--- config.mk ---
export PLATFORM = sky130hd
export DESIGN_NAME = decode_stage
export DESIGN_NICKNAME = d
export VERILOG_FILES = /design/src/verilog/edu_core_pkg.sv /design/src/verilog/decode_stage.sv
export SDC_FILE = /design/constraint.sdc
export NUM_CORES = 1
export LEC_CHECK = 0
export ABC_AREA = 1
export BUFFER_PORTS_ARGS = -buffer_cell sky130_fd_sc_hd__clkbuf_2
export CAP_MARGIN = 15
export CORE_AREA = 2 2 202 204
export CTS_BUF_LIST = sky130_fd_sc_hd__clkbuf_4 sky130_fd_sc_hd__clkbuf_8 sky130_fd_sc_hd__clkbuf_16
export CTS_CLUSTER_SIZE = 24
export DETAILED_ROUTE_END_ITERATION = 8
export DIE_AREA = 0 0 204 206
export PLACE_DENSITY_LB_ADDON = 0.1
export SLEW_MARGIN = 20
export SYNTH_ARGS = -nofsm -noshare
export SYNTH_HDL_FRONTEND = slang
export SYNTH_SLANG_ARGS = --single-unit
--- constraint.sdc ---
create_clock -name clk -period 5 [get_ports clk]
set_clock_uncertainty 0.2 [all_clocks]
set_input_delay 0.5 -clock clk [delete_from_list [all_inputs] [get_ports clk]]
set_output_delay 0.5 -clock clk [all_outputs]
set_load 0.05 [all_outputs]
--- src/verilog/edu_core_pkg.sv ---
/*
 * Widths, encodings and opcode patterns shared by every stage of the core.
 * Only the classes matched below are legal. Any other word raises the error.
 * Size codes follow the A64 load/store size field. Halfword is not supported.
 */
package edu_core_pkg;

	// ------------------------------------------------------------------------
	// Datapath types
	// ------------------------------------------------------------------------

	// One 64-bit datum or byte address
	typedef logic [63:0] word_t;
	typedef logic [31:0] instr_t;
	// Index 31 is the zero register
	typedef logic [4:0]  reg_idx_t;
	// Flag order N, Z, C, V from bit 3 down
	typedef logic [3:0]  nzcv_t;
	typedef logic [1:0]  mem_size_t;
	typedef logic [1:0]  alu_cmd_t;

	// Access sizes, same codes as instr[31:30] of LDR/STR
	localparam mem_size_t SIZE_B = 2'b00;
	localparam mem_size_t SIZE_W = 2'b10;
	localparam mem_size_t SIZE_D = 2'b11;

	// ALU commands
	// Logical codes equal the opc field of AND/ORR/EOR
	// Subtract is ALU_ADD with B inverted and carry in set
	localparam alu_cmd_t ALU_AND = 2'b00;
	localparam alu_cmd_t ALU_ORR = 2'b01;
	localparam alu_cmd_t ALU_EOR = 2'b10;
	localparam alu_cmd_t ALU_ADD = 2'b11;

	// HINT #0
	localparam instr_t     INST_NOP = 32'hd503_201f;
	localparam reg_idx_t   REG_ZERO = 5'd31;
	localparam logic [3:0] COND_AL  = 4'b1110;

	// ------------------------------------------------------------------------
	// Opcode classes, a word belongs to a class when (word & MASK) == MATCH
	// ------------------------------------------------------------------------

	// ADD/ADDS/SUB/SUBS #imm12, sh must be zero
	localparam instr_t MASK_ADDSUB_IMM  = 32'h1fc0_0000;
	localparam instr_t MATCH_ADDSUB_IMM = 32'h1100_0000;
	// ADD/ADDS/SUB/SUBS register, LSL #0 only
	localparam instr_t MASK_ADDSUB_REG  = 32'h1fe0_fc00;
	localparam instr_t MATCH_ADDSUB_REG = 32'h0b00_0000;
	// AND/ORR/EOR register, no shift, no inverted forms
	localparam instr_t MASK_LOGIC_REG   = 32'h1fe0_fc00;
	localparam instr_t MATCH_LOGIC_REG  = 32'h0a00_0000;
	// LDR/STR unsigned scaled offset, opc[1] clear so no sign-extending loads
	localparam instr_t MASK_LDST_UIMM   = 32'h3f80_0000;
	localparam instr_t MATCH_LDST_UIMM  = 32'h3900_0000;
	// B imm26
	localparam instr_t MASK_B           = 32'hfc00_0000;
	localparam instr_t MATCH_B          = 32'h1400_0000;
	// B.cond imm19
	localparam instr_t MASK_BCOND       = 32'hff00_0010;
	localparam instr_t MATCH_BCOND      = 32'h5400_0000;

endpackage

--- src/verilog/decode_stage.sv ---
/*
 * Instruction decode and the decode-to-execute registers.
 * Any word outside the supported classes raises error_flag until reset.
 * Register values are taken as read, with no forwarding from execute.
 */
`timescale 1ns/1ns

module decode_stage import edu_core_pkg::*; (
	input  logic       clk,
	input  logic       nreset,
	input  logic       run,
	input  instr_t     instr_data,
	input  word_t      fetch_pc,
	input  word_t      rd_n,
	input  word_t      rd_m,
	input  word_t      rd_a,
	output reg_idx_t   rd_idx_n,
	output reg_idx_t   rd_idx_m,
	output reg_idx_t   rd_idx_a,
	output word_t      op_n,
	output word_t      op_m,
	output word_t      op_a,
	output alu_cmd_t   alu_cmd,
	output logic       invert_b,
	output logic       sf,
	output logic       set_flags,
	output logic [3:0] cond,
	output logic       is_branch,
	output logic       mem_read,
	output logic       mem_write,
	output mem_size_t  mem_size,
	output logic       wr_en,
	output reg_idx_t   wr_idx,
	output logic       error_flag
);

	logic   instr_valid;
	instr_t instr;
	logic   is_addsub_imm;
	logic   is_addsub_reg;
	logic   is_addsub;
	logic   is_logic_reg;
	logic   is_ldst;
	logic   is_b;
	logic   is_bcond;
	logic   is_nop;
	logic   known;
	word_t  imm_m;

	// First word arrives one run cycle after reset release
	assign instr = instr_valid ? instr_data : INST_NOP;

	// ------------------------------------------------------------------------
	// Class match
	// ------------------------------------------------------------------------
	assign is_addsub_imm = (instr & MASK_ADDSUB_IMM) == MATCH_ADDSUB_IMM;
	assign is_addsub_reg = (instr & MASK_ADDSUB_REG) == MATCH_ADDSUB_REG;
	assign is_addsub     = is_addsub_imm || is_addsub_reg;
	// opc 11 is ANDS
	assign is_logic_reg  = ((instr & MASK_LOGIC_REG) == MATCH_LOGIC_REG) &&
		(instr[30:29] != 2'b11);
	// Halfword size is left out
	assign is_ldst       = ((instr & MASK_LDST_UIMM) == MATCH_LDST_UIMM) &&
		(instr[31:30] inside {SIZE_B, SIZE_W, SIZE_D});
	assign is_b          = (instr & MASK_B) == MATCH_B;
	assign is_bcond      = (instr & MASK_BCOND) == MATCH_BCOND;
	assign is_nop        = instr == INST_NOP;
	assign known = is_addsub || is_logic_reg || is_ldst || is_b || is_bcond || is_nop;

	// Rn, Rm, and Rt/Rd as third port for store data
	assign rd_idx_n = instr[9:5];
	assign rd_idx_m = instr[20:16];
	assign rd_idx_a = instr[4:0];

	// M operand is the immediate or the register
	// Load/store offsets scale by access size and branch offsets by words
	assign imm_m = is_addsub_imm ? word_t'(instr[21:10]) :
		is_ldst  ? word_t'(instr[21:10]) << instr[31:30] :
		is_b     ? {{36{instr[25]}}, instr[25:0], 2'b00} :
		is_bcond ? {{43{instr[23]}}, instr[23:5], 2'b00} :
		rd_m;

	// ------------------------------------------------------------------------
	// Decode to execute registers
	// ------------------------------------------------------------------------
	always_ff @(posedge clk or negedge nreset) begin
		if (!nreset) begin
			instr_valid <= 1'b0;
			error_flag  <= 1'b0;
			set_flags   <= 1'b0;
			is_branch   <= 1'b0;
			mem_read    <= 1'b0;
			mem_write   <= 1'b0;
			wr_en       <= 1'b0;
		end else if (run) begin
			instr_valid <= 1'b1;
			error_flag  <= error_flag || !known;
			// Undefined word leaves a bubble behind
			set_flags   <= is_addsub && instr[29];
			is_branch   <= is_b || is_bcond;
			mem_read    <= is_ldst && instr[22];
			mem_write   <= is_ldst && !instr[22];
			wr_en       <= is_addsub || is_logic_reg || (is_ldst && instr[22]);
		end
	end

	always_ff @(posedge clk) begin
		if (run) begin
			// Branch target is PC relative
			op_n     <= (is_b || is_bcond) ? fetch_pc : rd_n;
			op_m     <= imm_m;
			op_a     <= rd_a;
			alu_cmd  <= is_logic_reg ? alu_cmd_t'(instr[30:29]) : ALU_ADD;
			invert_b <= is_addsub && instr[30];
			// Addresses and targets are always full width
			sf       <= (is_addsub || is_logic_reg) ? instr[31] : 1'b1;
			cond     <= is_bcond ? instr[3:0] : COND_AL;
			mem_size <= instr[31:30];
			wr_idx   <= instr[4:0];
		end
	end

	// Load or store but never both, with a plain 64-bit address add
	a_mem_excl: assert property (@(posedge clk) disable iff (!nreset)
		(mem_read || mem_write) |-> (mem_read != mem_write) &&
		alu_cmd == ALU_ADD && !invert_b && sf);

	// Undefined word reaches execute as a bubble
	a_err_bubble: assert property (@(posedge clk) disable iff (!nreset)
		error_flag |-> !(mem_read || mem_write || wr_en || set_flags || is_branch));

endmodule

# --- Word-level counts from Yosys, hierarchy flattened ---
# Index checks and enable logic that the tools add are counted.
word_totals:
  inputBits: 291
  regBits: 214
  out_inout_bits: 228
op_classes:
  eq_ne: 10
  shift: 1
  muxes: 6
  n_reduce_logical: 19
ops:
  columns: ["operator", "count"]
  rows:
  - ["64-bit 2-to-1 mux", 4]
  - ["12-bit by 2-bit << shifter with 64-bit output", 1]
  - ["32-bit equality test (second input constant)", 1]
  - ["32-bit 2-to-1 mux", 1]
  - ["14-bit by 13-bit equality test with 1-bit output (second input constant)", 2]
  - ["7-bit equality test (second input constant)", 2]
  - ["12-bit 2-to-1 mux", 1]
  - ["9-bit by 8-bit equality test with 1-bit output (second input constant)", 1]
  - ["1-bit logical OR", 9]
  - ["6-bit by 3-bit equality test with 1-bit output (second input constant)", 1]
  - ["1-bit logical AND", 6]
  - ["2-bit equality test (second input constant)", 2]
  - ["3-bit nonzero test", 1]
  - ["1-bit zero test", 2]
  - ["2-bit zero test", 1]
  - ["2-bit inequality test (second input constant)", 1]

# --- Depth between registers and ports, before layout ---
# Gate-level depths: netlist (run 1).
logic_depth:
  depth_word: 10
  mapped_depth: 12
  mapped_depth_nobuf: 11

# --- Worst setup path after synthesis (run 1) ---
# Ideal clock, no wire load.
synth_timing:
  path_type: "in2reg"
  from: "in instr_data[30]"
  to: "reg op_m[59] (data pin)"
  path_buffers: 3
  arrival_ns: 1.622
  setup_time_ns: 0.270
  stages: 11
  setup_slack_ns: 2.908
  path_cell_list: "buf_2 -> inv_2 -> nand2_1 -> nor2_4 -> nand3_4 -> nand2_2 -> inv_2 -> buf_4 -> buf_4 -> nand2_1 -> a21oi_1"
synth_between:
  elab_chain_len: 5
synth_lines:
  columns: ["element", "line_no", "text"]
  rows:
  - ["start: declaration", "decode_stage.sv:12", "input instr_t instr_data,"]
  - ["32-bit 2-to-1 mux *", "decode_stage.sv:51", "assign instr = instr_valid ? instr_data : INST_NOP;"]
  - ["9-bit by 8-bit equality test with 1-bit output, or another cell as far along", "decode_stage.sv:66", "assign is_bcond = (instr & MASK_BCOND) == MATCH_BCOND;"]
  - ["64-bit 2-to-1 mux / 3-bit nonzero test (equally long branches)", "decode_stage.sv:80, decode_stage.sv:64", null]
  - ["64-bit 2-to-1 mux / 1-bit logical AND (equally long branches)", "decode_stage.sv:79, decode_stage.sv:63", null]
  - ["64-bit 2-to-1 mux *", "decode_stage.sv:78", "is_ldst ? word_t'(instr[21:10]) << instr[31:30] :"]
  - ["end signal: assignment", "decode_stage.sv:111", "op_m <= imm_m;"]
  - ["end: declaration", "decode_stage.sv:21", "output word_t op_m,"]
# Mark *: on every way between the ends. The rest lies on a longest branch, timed or not.
# A chain may end at the register's enable or synchronous reset.

# --- Worst setup path in the final report (run 1) ---
layout_timing:
  from: "reg instr_valid"
  to: "reg op_n[14] (data pin)"
layout_between:
  elab_chain_len: 4
layout_lines:
  columns: ["element", "line_no", "text"]
  rows:
  - ["start: declaration", "decode_stage.sv:37", "logic instr_valid;"]
  - ["start signal: assignment", "decode_stage.sv:88", "instr_valid <= 1'b0;"]
  - ["start signal: assignment", "decode_stage.sv:96", "instr_valid <= 1'b1;"]
  - ["32-bit 2-to-1 mux *", "decode_stage.sv:51", null]
  - ["9-bit by 8-bit equality test with 1-bit output / 6-bit by 3-bit equality test with 1-bit output (equally long branches)", "decode_stage.sv:66, decode_stage.sv:65", null]
  - ["1-bit logical OR *", "decode_stage.sv:110", "op_n <= (is_b || is_bcond) ? fetch_pc : rd_n;"]
  - ["64-bit 2-to-1 mux *", "decode_stage.sv:110", null]
  - ["end signal: assignment", "decode_stage.sv:110", null]
  - ["end: declaration", "decode_stage.sv:20", "output word_t op_n,"]
# Marks and branches as above.

==> impl.org, run 1 <==
** Pwr
- Total leakage power :: 7.171 nW
- Summing internal, switching and leakage power gives 5.136 mW.
- Pwr Density :: 343.0 nW/um2
- Worst-case vdd ir drop :: 0.0002327 V

** Route
- The count of nets left with antenna violations once routing finished came out at 0.
- In the routed design, unresolved DRC markers number 0.
- Across all layers, the routed design uses 9100 vias.
- Final wirelength :: 40.39 mm
- First drt pass iteration count :: 5
- Average vias per placed instance :: 4.250
- After the first detailed-routing iteration, the DRC count stood at 455.
- After detailed routing, the average wire length per cell comes to 18.86 um.

** Critical path
- On the critical path, the stage with the largest delay is an instance of sky130_fd_sc_hd__dfrtp_1.
- Among the stages of the critical path, the cell type that occurs most often is sky130_fd_sc_hd__nand2_1.
- For the worst setup path, the data required time is 5.10 ns.
- Max Fanout on Critical Path :: 86
- Start point of the critical path :: instr_valid
- Type of the worst setup path :: reg -> reg
- For this run, the slowest stage of the critical path takes 0.61 ns.
- The worst register-to-register path has a depth of 10.
- Beginning of the worst register-to-register path :: instr_valid
- Chain of cells forming the critical path :: buf_4, nand2_1, nor2_4, nand3_4, nand2_4, inv_4, buf_4, nand2_1, nand2_1, dlygate4sd3_1
- Critical path startpoint category :: register
- STA classifies the critical path endpoint as a register.
- Critical path data arrival time :: 4.04 ns
- Minimum setup slack among reg-to-reg paths :: 1.06 ns

** Synth
- The cell count after synthesis came out at 940.
- When the netlist entered floorplanning its net count stood at 1231.
- The Yosys step of the flow raised 0 warnings.
- Synth Area per Inst :: 10.14 um2
- Number of distinct library cell variants in the gate-level netlist after synthesis :: 28
- Netlist area before placement :: 9533 um2
- Post-synth EDFFs :: 207
- Sequential share of the synthesized area :: 0.6704
- The synthesized design contains 214 register bits.
- In the synthesized netlist the async set-or-reset flop fraction comes to 0.03271.
- Top flip-flop cell by instance count after synthesis :: sky130_fd_sc_hd__edfxtp_1

** Placed design
- Input and output buffers added on the ports amount to 518.
- At the end of routability-driven placement, the weighted congestion stood at 0.8657.
- HPWL after DPL :: 30.21 mm

** Min path
- The min-delay analysis places its worst path in the category in -> reg.
- In this run the most critical hold path is launched from rd_n[49].
- Counting instances, the worst hold path has a depth of 3.

** Flow run
- Across the run, the number of max-cap violations was 0.

** Global routing
- Number of antenna violations at the first check in global routing :: 4
- Vias in the first global route :: 8965
- For this run the aggregate overflow at the end of global routing stands at 0.
- Across every metal layer, demand over resource in global routing totals 0.1799.
- Wire length of the first global-routing pass :: 56.95 mm
- Maximum number of pins on one net before global-route repair :: 119

** STA
- Worst slew pin tran :: 1.089 ns
- Final-layout worst hold slack :: 0.02695 ns
- Fraction of the cycle the final worst path needs :: 0.7873
- Setup repair after global routing missed its margin :: no
- Worst slew margin relative to its limit :: 0.2715
- Max-slew violations :: 0
- Static timing analysis puts the maximum clock frequency at 254.0 MHz.
- Post-route setup TNS :: 0 ns
- Final setup viols :: 0
- Final hold violations :: 0
- Post-layout minimum cycle time :: 3.936 ns

** Clock tree
- In this run the number of H-tree levels came out at 1.
- TritonCTS buffer count :: 27
- Post-CTS timing repair inserted 0 buffers for setup.
- Clk_lat worst skew :: 0.55 ns
- After clock tree synthesis, the clock-pin slew on the worst setup and hold paths is 0.06 ns.
- Clock tree from TritonCTS :: built
- Counting every sink on the clock net gives 214.
- Number of instances resized during post-cts repair :: 0
- Number of buffers between clock root and the deepest sink :: 3
- CTS Root Buffer Type :: sky130_fd_sc_hd__clkbuf_16

** Floorplan
- Pin placement for this block handled 519 I/O pins.
- Initial Util :: 0.2372
- Die Span X :: 204 um
- The die is 206 um tall.
- The floorplan step defined a core boundary enclosing 40180 um2.
- The floorplan step defined a die boundary enclosing 42020 um2.
- Row generation in the floorplan step produced 74 rows.

** Final layout
- Core Util, Final :: 0.3726
- Proportion of layout cells with a drive suffix above 1 :: 0.3688
- Area occupied by multi-input gates :: 2591 um2
- Counting the fill cells in the layout gives 4274.
- Net total in the final layout :: 1878
- The area growth from synthesis to layout is 57.06%.
- Area of all sequential standard cells :: 6391 um2

** Status
- The run finished with clean final reports.
layout by cell type (no fill, tap or decap), types with 2 or more instances in the layout:
cell | netlist | layout
sky130_fd_sc_hd__clkbuf_2 | 0 | 517
sky130_fd_sc_hd__nand2_1 | 379 | 378
sky130_fd_sc_hd__edfxtp_1 | 207 | 207
sky130_fd_sc_hd__dlygate4sd3_1 | 0 | 152
sky130_fd_sc_hd__nor2_1 | 76 | 76
sky130_fd_sc_hd__a21oi_1 | 57 | 57
sky130_fd_sc_hd__inv_1 | 48 | 48
sky130_fd_sc_hd__nand3_1 | 29 | 29
sky130_fd_sc_hd__clkbuf_16 | 0 | 27
sky130_fd_sc_hd__o21ai_0 | 26 | 26
sky130_fd_sc_hd__nand4_1 | 8 | 8
sky130_fd_sc_hd__dfrtp_1 | 7 | 7
sky130_fd_sc_hd__inv_2 | 7 | 6
sky130_fd_sc_hd__nor3_1 | 6 | 6
sky130_fd_sc_hd__clkbuf_4 | 0 | 6
sky130_fd_sc_hd__nand3b_1 | 5 | 5
sky130_fd_sc_hd__buf_4 | 24 | 5
sky130_fd_sc_hd__nand2_2 | 5 | 4
sky130_fd_sc_hd__a31oi_1 | 4 | 4
sky130_fd_sc_hd__nor4_1 | 4 | 4
sky130_fd_sc_hd__clkinv_2 | 0 | 4
sky130_fd_sc_hd__clkbuf_8 | 0 | 4
sky130_fd_sc_hd__o21ai_1 | 3 | 3
sky130_fd_sc_hd__o211ai_1 | 3 | 3
sky130_fd_sc_hd__or2_2 | 3 | 3
sky130_fd_sc_hd__bufinv_16 | 0 | 3
sky130_fd_sc_hd__nand2_4 | 0 | 2
sky130_fd_sc_hd__clkinvlp_4 | 0 | 2
sky130_fd_sc_hd__clkinv_4 | 0 | 2
sequential cells by signal, summed over array words and instances (netlist names):
| signal | count |
|---|---|
| cond | 4 |
| is_branch | 1 |
| sf | 1 |
| mem_write | 1 |
| op_n | 64 |
| alu_cmd | 2 |
| invert_b | 1 |
| mem_read | 1 |
| op_a | 64 |
| instr_valid | 1 |
| wr_en | 1 |
| error_flag | 1 |
| mem_size | 2 |
| op_m | 64 |
| wr_idx | 5 |
| set_flags | 1 |
layer usage:
metal | up-vias | global-route usage | part of all wire
li1 | 4421 | - | -
met1 | 4277 | 0.2179 | 0.40
met2 | 347 | 0.3141 | 0.50
met3 | 51 | 0.05661 | 0.088
met4 | 4 | 0.03675 | 0.016
met5 | - | 0 | 0.00079
synth_stat cells, types with 2 or more instances:
| library cell | number | area (um2) |
|---|---|---|
| sky130_fd_sc_hd__o21ai_0 | 26 | 130.1 |
| sky130_fd_sc_hd__clkbuf_1 | 4 | 15.01 |
| sky130_fd_sc_hd__a31oi_1 | 4 | 25.02 |
| sky130_fd_sc_hd__nand4_1 | 8 | 50.05 |
| sky130_fd_sc_hd__nand3_1 | 29 | 145.1 |
| sky130_fd_sc_hd__edfxtp_1 | 207 | 6216 |
| sky130_fd_sc_hd__buf_4 | 24 | 180.2 |
| sky130_fd_sc_hd__nor4_1 | 4 | 25.02 |
| sky130_fd_sc_hd__or2_2 | 3 | 18.77 |
| sky130_fd_sc_hd__buf_6 | 2 | 22.52 |
| sky130_fd_sc_hd__inv_1 | 48 | 180.2 |
| sky130_fd_sc_hd__nor3_1 | 6 | 30.03 |
| sky130_fd_sc_hd__dfrtp_1 | 7 | 175.2 |
| sky130_fd_sc_hd__inv_2 | 7 | 26.28 |
| sky130_fd_sc_hd__buf_2 | 27 | 135.1 |
| sky130_fd_sc_hd__nand3b_1 | 5 | 37.54 |
| sky130_fd_sc_hd__nor2_1 | 76 | 285.3 |
| sky130_fd_sc_hd__nand2_2 | 5 | 31.28 |
| sky130_fd_sc_hd__o211ai_1 | 3 | 22.52 |
| sky130_fd_sc_hd__o21ai_1 | 3 | 15.01 |
| sky130_fd_sc_hd__nand2_1 | 379 | 1423 |
| sky130_fd_sc_hd__a21oi_1 | 57 | 285.3 |
stage by stage:
step / setup WS (ns) / instances / area (um2)
final: 1.064 / 2141 / 14970
after global routing: 0.7528 / 2141 / 14970
after global placement: 1.450 / 1938 / 12510
after floorplan: 2.908 / 940 / 9533
after detailed placement: 1.363 / 1938 / 12510
after CTS: 1.052 / 2140 / 14960
final timing paths:
path,to
max in group asynchronous,error_flag
min in group asynchronous,wr_en
hold reg to reg,error_flag
setup / recovery,op_n[14]
setup reg to reg,op_n[14]
hold / removal,op_n[49]
kinds of logic (layout without fill, tap and decap cells):
kind of cell,count (synthesis),in the layout,share of synthesized area
flip-flops,214,214,0.6704
other,0,1,0
AO/OA/AOI/OAI,94,94,0.05092
buffers and inverters,113,781,0.05906
AND/OR/NAND/NOR,519,519,0.2196
critical path, delay by kind of cell, from the launching register on:
family	cells	cell delay [ns]
buffers and inverters	4	1.45
and+or+nand+nor	6	1.33
DFF	1	0.61
power by group:
| part | internal (mW) | total [mW] | leakage, nW | switching [mW] |
|---|---|---|---|---|
| Sequential | 2.10 | 2.13 | 2.11 | 0.0310 |
| Clock | 1.24 | 2.05 | 0.462 | 0.808 |
| Combinational | 0.283 | 0.957 | 4.60 | 0.673 |
layout make-up:
cell class | instances | share of cell area
inverter | 55 | 0.01396
clock buffer | 37 | 0.05181
antenna | 1 | 0.0001671
sequential | 214 | 0.4269
multi-input combinational | 613 | 0.1731
tap | 532 | 0.04446
timing repair buffer | 676 | 0.2793
clock inverter | 13 | 0.01036
timing repair:
action	CTS	global route
setup endpoints to repair	0	0
hold endpoints to repair	121	0
hold buffers	152	0
No activity file was read; power rests on OpenSTA's default activity.
==> inputs of run 2 (changes only) <==
Settings changed: CORE_AREA 2 2 202 204 to 2 2 199 201, DIE_AREA 0 0 204 206 to 0 0 201 203.
Clock period 5 ns to 3.68 ns, I/O delays scaled along.
==> run 2 against run 1 <==
Compared with the run above: largest power group unchanged; via count rose by 5.4%; wire length up 1.3%; sequential cell count did not move; die area shrank 2.9%; critical path type unchanged; count of clock-buffer cells in the layout fell by 6; power up 32%; highest routed layer unchanged; combinational power grew 46%; first-iteration DRC count is 2.9% higher; final cell count increased by 4.2%; cell area up 6.2%; worst hold slack worse by 0.0017 ns; maximum frequency increased by 24%.
==> impl.org, run 2 (synthesis gave the netlist of run 1 again) <==
** Route
- DRC violations left :: 0
- Detail Route met3 WL :: 3.268 mm
- Final wirelength :: 40.92 mm
- Dividing the detail-routed wire length by the instance count gives 18.35 um.
- After detailed routing, the number of vias per cell comes to 4.302.
- Overall via count from detail_route :: 9593
- Met2 routed WL :: 19.95 mm
- Routed signal wires occupy layers up through met5.
- Final ANT Viol Nets :: 0
- First drt pass iteration count :: 5
- DRT met1 WL :: 16.33 mm
- For this block, the initial DRC count from the detailed router was 468.

** Critical path
- Along the worst path, the maximum fanout reaches 75.
- Required time reported for the critical path endpoint :: 3.90 ns
- STA classifies the critical path startpoint as a register.
- R2R depth :: 10
- The worst setup path is captured at a register.
- Critical path data arrival time :: 3.40 ns
- Type of the worst setup path :: reg -> reg

** Global routing
- After global routing the overflow that remains totals 0.
- Entering global routing, the biggest net connects 105 pins.
- The number of global-route vias before repair was 9837.
- Wire length of the first global-routing pass :: 60.62 mm
- For this run, the total global-route usage over all layers was measured as 0.1942.
- The number of antenna violations at the first check in global routing is 6.

** Placed design
- Global placer's final weighted congestion :: 0.8598
- The wire-length estimate of the detail-placed layout is 30.29 mm.
- Port buffering added 518 buffers.

** Final layout
- Registers with the highest flip-flop counts :: op_a (64), op_m (64), op_n (64)
- Of the cells placed in the final design, the portion with a size suffix greater than 1 is 0.3484.
- Commonest cells after routing, fill and taps aside :: sky130_fd_sc_hd__clkbuf_2, sky130_fd_sc_hd__nand2_1, sky130_fd_sc_hd__dlygate4sd3_1
- In the final design database the tool counted 1983 nets.
- At the end of the flow the core is filled with cells to 0.4134.
- Area grow syn2layout :: 66.81%
- Most frequent standard cell in the layout excluding fill and tap cells :: sky130_fd_sc_hd__clkbuf_2

** Min path
- The path class of the tightest hold or removal check is in -> reg.
- The worst hold path was traced through 3 stages.

** STA
- In the finished design, the share of the clock period the worst path needs comes to 0.8633.
- Post-layout minimum cycle time :: 3.177 ns
- Post-route setup TNS :: 0 ns
- Setup repair after global routing left no endpoint under its margin.
- Max-slew violations :: 0
- Setup violations remaining at the end of the flow were counted as 0.
- Final hold violations :: 0
- At the pin with the least slew margin, the transition time is 0.7102 ns.
- Worst slew margin relative to its limit :: 0.5266
- Derived from the worst setup path, the maximum achievable clock frequency is 314.8 MHz.

** Status
- The run finished with clean final reports.

** Clock tree
- The tree is rooted in a sky130_fd_sc_hd__clkbuf_16.
- Clk_lat worst skew :: 0.56 ns
- Clock-pin slew was measured on the worst setup and hold paths at 0.06 ns.
- TritonCTS buffer count :: 27
- Clock tree from TritonCTS :: built
- H-tree depth reported by CTS :: 1
- For this design, the sink count on the clock tree is 214.
- Number of buffers between clock root and the deepest sink :: 3

** Pwr
- Total leakage power :: 7.572 nW
- Worst-case vdd ir drop :: 0.0003308 V
- Pwr Density :: 427.8 nW/um2

** Floorplan
- Vertical die dimension :: 203 um
- After floorplanning, the core was divided into 72 placement rows.
- The total area inside the core boundary comes to 38470 um2.
- In this run the horizontal extent of the chip is 201 um.
- Initial Util :: 0.2478
- The die covers 40800 um2.
- I/O Pins :: 519

** Flow run
- Across the run, the number of max-cap violations was 0.
## run 2: changes by cell type in the layout (fill, tap and decap cells not counted), moves of 3 or more
cell / previous run / this run
sky130_fd_sc_hd__buf_4: 5 / 10
sky130_fd_sc_hd__clkbuf_8: 4 / 0
sky130_fd_sc_hd__clkinv_2: 4 / 8
sky130_fd_sc_hd__diode_2: 1 / 4
sky130_fd_sc_hd__dlygate4sd3_1: 152 / 250
## run 2: layout make-up
| class | instances | area (um2) |
|---|---|---|
| Sequential cell | 214 | 6392 |
| Tap cell | 518 | 648.1 |
| Inverter | 55 | 211.5 |
| Antenna cell | 4 | 10.01 |
| Timing Repair Buffer | 781 | 5231 |
| Clock inverter | 14 | 116.4 |
| Fill cell | 4001 | 22570 |
| Multi-Input combinational cell | 613 | 2586 |
| Clock buffer | 31 | 705.7 |
## run 2: repair_timing
action                                  in CTS  in global routing
hold buffers                               250                  0
endpoints found under the hold margin      195                  0
gates resized for setup                      0                  3
endpoints found under the setup margin       0                 45
buffers inserted                             0                  0
## run 2: critical path, cell delays in order, from the launching register on
cell                            delay (ns)
sky130_fd_sc_hd__dfrtp_2              0.61
sky130_fd_sc_hd__nand2_1              0.20
sky130_fd_sc_hd__nand2_2              0.16
sky130_fd_sc_hd__inv_1                0.10
sky130_fd_sc_hd__nand3_4              0.08
sky130_fd_sc_hd__nand2_4              0.09
sky130_fd_sc_hd__inv_6                0.46
sky130_fd_sc_hd__buf_4                0.37
sky130_fd_sc_hd__nand2_1              0.08
sky130_fd_sc_hd__nand2_1              0.06
sky130_fd_sc_hd__dlygate4sd3_1        0.55
## run 2: power by group
group | total [mW] | switching, mW | leakage (nW) | internal (mW)
logic | 1.40 | 0.940 | 5.05 | 0.458
registers | 2.89 | 0.0410 | 2.11 | 2.85
clock network | 2.51 | 1.07 | 0.416 | 1.44
## run 2: metrics by stage
stage          instance area (um2)  hold slack (ns)  std cells  worst slack [ns]  power (mW)
3_3_place_gp                 12560          0.03359       1931            0.6555       4.117
2_1_floorplan                 9533          -0.1276        940             1.720       3.682
4_1_cts                      15880         0.002507       2226           0.02450       6.897
6_report                     15900          0.02521       2230            0.5029       6.802
5_1_grt                      15900          0.02206       2229            0.2214       7.070
3_5_place_dp                 12560          0.03678       1931            0.5612       4.118
## run 2: final timing paths
path                             startpoint           to  slack (ns)
min in group asynchronous            nreset    mem_write        0.61
max in group asynchronous            nreset  instr_valid        2.37
worst min register to register   error_flag   error_flag        0.28
worst min-delay path               rd_m[17]     op_m[17]        0.03
worst max register to register  instr_valid     op_n[44]        0.50
worst max-delay path            instr_valid     op_n[44]        0.50
## run 2: routing by layer
layer,up-vias,GRT usage
li1,4633,-
met1,4500,0.2380
met2,382,0.3255
met3,74,0.05778
met4,4,0.06720
met5,-,0
==> inputs of run 3 (changes only) <==
--- a/config.mk
+++ b/config.mk
@@ -10,3 +10,3 @@
 export CAP_MARGIN = 15
-export CORE_AREA = 2 2 199 201
+export CORE_AREA = 2 2 201 203
 export CTS_BUF_LIST = sky130_fd_sc_hd__clkbuf_4 sky130_fd_sc_hd__clkbuf_8 sky130_fd_sc_hd__clkbuf_16
@@ -14,3 +14,3 @@
 export DETAILED_ROUTE_END_ITERATION = 8
-export DIE_AREA = 0 0 201 203
+export DIE_AREA = 0 0 203 205
 export PLACE_DENSITY_LB_ADDON = 0.1
==> constraint.sdc (replaced) <==
create_clock -name clk -period 3.68 [get_ports clk]
set_clock_uncertainty 0.2 [all_clocks]
set_input_delay 0.552 -clock clk [delete_from_list [all_inputs] [get_ports clk]]
set_output_delay 0.552 -clock clk [all_outputs]
set_load 0.05 [all_outputs]
==> run 3 against run 2 <==
Compared with the run above: global-route usage fell by 0.89 points; critical path depth decreased by 1; non-clock buffer count decreased by 186; die area increased by 2.0%; sequential cell count stayed put; maximum frequency rose by 4.4%; register-to-register slack better by 0.13 ns; first-iteration DRC count rose by 0.64%; sequential power is essentially flat; cell area fell by 11%; wire length hardly changed; sequential share of layout area rose by 5.1 points; critical endpoint is now op_m[55]; highest routed layer unchanged.
==> impl.org, run 3 (synthesis gave the netlist of run 1 again) <==
** Final layout
- Commonest cells after routing, fill and taps aside :: sky130_fd_sc_hd__clkbuf_2, sky130_fd_sc_hd__nand2_1, sky130_fd_sc_hd__edfxtp_1
- Final Cell Area :: 14100 um2
- Counting the fill cells in the layout gives 4170.
- Registers with the highest flip-flop counts :: op_a (64), op_m (64), op_n (64)
- Most frequent standard cell in the layout excluding fill and tap cells :: sky130_fd_sc_hd__clkbuf_2
- Net total in the final layout :: 1797
- Core Util, Final :: 0.3582
- The area growth from synthesis to layout is 47.91%.
- Of the cells placed in the final design, the portion with a size suffix greater than 1 is 0.3910.

** Route
- Once detail routing completed, the nets flagged for antenna violations numbered 0.
- After detailed routing, the total wire length is 40.91 mm.
- The pre-antenna-repair detailed-routing pass consisted of 5 iterations.
- Average vias per placed instance :: 4.291
- Overall via count from detail_route :: 8827
- Dividing the detail-routed wire length by the instance count gives 19.89 um.
- In this run, the number of DRC markers left after iteration 0 of detailed routing was 471.
- In the routed design, unresolved DRC markers number 0.

** Floorplan
- Core Region :: 39370 um2
- Total number of placement rows :: 73
- The initial utilization of the core area, before any placement, comes to 0.2422.
- Floorplan die area :: 41620 um2
- The floorplan step set the die width to 203 um.
- During I/O placement, the number of pins put on the boundary was 519.
- Vertical die dimension :: 205 um

** Critical path
- Sort of element at the end of the critical path :: register
- Required time reported for the critical path endpoint :: 3.89 ns
- Type of the worst setup path :: reg -> reg
- Max Fanout on Critical Path :: 85
- STA classifies the critical path startpoint as a register.
- Critical path data arrival time :: 3.26 ns

** Global routing
- Summed over all layers, the global routing overflow is 0.
- Number of antenna violations at the first check in global routing :: 8
- Vias in the first global route :: 8617
- For this run, the total global-route usage over all layers was measured as 0.1853.
- The first global-routing pass estimated 57.04 mm of wire.
- Entering global routing, the biggest net connects 86 pins.

** Pwr
- Summed over all cells, the static leakage comes to 6.814 nW.
- Worst-case vdd ir drop :: 0.0002747 V
- For this design the ratio of total power to cell area is 480.7 nW/um2.

** Clock tree
- Number of sinks on the clock net :: 214
- TritonCTS built the clock tree.
- Number of instances resized during post-cts repair :: 0
- CTS Root Buffer Type :: sky130_fd_sc_hd__clkbuf_16
- After clock tree synthesis, the clock-pin slew on the worst setup and hold paths is 0.06 ns.
- Clk_lat worst skew :: 0.56 ns
- Number of buffers between clock root and the deepest sink :: 3
- In this run the number of H-tree levels came out at 1.
- TritonCTS buffer count :: 27

** STA
- The count of pins over their slew limit is 0.
- At the pin with the least slew margin, the transition time is 0.9769 ns.
- Setup violations remaining at the end of the flow were counted as 0.
- Fraction of the cycle the final worst path needs :: 0.8272
- Measured against its own limit, the worst slew margin works out to 0.3487.
- Final hold violations :: 0
- Post-layout minimum cycle time :: 3.044 ns
- Post-route setup TNS :: 0 ns
- Static timing analysis puts the maximum clock frequency at 328.5 MHz.
- On the final layout, the worst hold slack is 0.05213 ns.
- Setup repair after global routing left no endpoint under its margin.

** Placed design
- Port bufs :: 518
- Global placer's final weighted congestion :: 0.8836
- HPWL after DPL :: 30.69 mm
- After detailed placement, the total cell area comes to 12560 um2.

** Flow run
- The tool flagged a number of max-cap violations equal to 0.

** Min path
- The worst hold path belongs to the class in -> reg.

** Status
- Result of the run :: completed
-- run 3: worst paths after layout --
check,start,endpoint,slack [ns],cells past startpoint
worst min-delay path,rd_n[52],op_n[52],0.05,3
max in group asynchronous,nreset,mem_write,2.94,2
min in group asynchronous,nreset,mem_read,0.16,2
worst max register to register,instr_valid,op_m[55],0.64,9
worst max-delay path,instr_valid,op_m[55],0.64,9
worst min register to register,is_branch,is_branch,0.30,2
-- run 3: layout make-up --
| class | instances | area [um2] | area share |
|---|---|---|---|
| timing repair buffer | 595 | 3368 | 0.2389 |
| clock inverter | 17 | 155.1 | 0.01100 |
| antenna | 5 | 12.51 | 0.0008874 |
| tap | 525 | 656.9 | 0.04659 |
| inverter | 55 | 209.0 | 0.01482 |
| sequential | 214 | 6391 | 0.4533 |
| multi-input combinational | 613 | 2586 | 0.1834 |
| clock buffer | 33 | 720.7 | 0.05111 |
-- run 3: power by group --
part           internal, mW  total [mW]  leakage [nW]  switching (mW)
clock                  1.54        2.67         0.439            1.12
combinational         0.322        1.22          4.27           0.898
sequential             2.85        2.89          2.11          0.0419
total                  4.71        6.78          6.81            2.06
-- run 3: timing repair --
action,CTS,global route
endpoints found under the hold margin,71,0
setup buffers,0,0
hold buffers,65,0
-- run 3: routing by layer --
metal	track usage	wire, um	part of all wire	up-vias
li1	-	-	-	4261
met1	0.2165	15740	0.38	4167
met2	0.3242	20490	0.50	355
met3	0.06793	4007	0.098	40
met4	0.04093	642	0.016	4
met5	0	27	0.00066	-
-- run 3: worst max-delay path, cell delays in order, from the launching register on --
cell                      delay, ns
sky130_fd_sc_hd__dfrtp_1       0.61
sky130_fd_sc_hd__nand2_1       0.24
sky130_fd_sc_hd__nand2_2       0.18
sky130_fd_sc_hd__inv_1         0.11
sky130_fd_sc_hd__nand3_4       0.08
sky130_fd_sc_hd__nand2_4       0.06
sky130_fd_sc_hd__inv_4         0.68
sky130_fd_sc_hd__buf_4         0.44
sky130_fd_sc_hd__nand2_1       0.09
sky130_fd_sc_hd__a21oi_1       0.15
-- run 3: through the flow --
step	setup slack, ns	std cells	total power, mW
6_report	0.6360	2057	6.778
5_1_grt	0.3889	2054	7.054
4_1_cts	0.6000	2052	6.891
3_5_place_dp	0.3363	1937	4.117
3_3_place_gp	0.4376	1937	4.115
2_1_floorplan	1.536	940	3.682
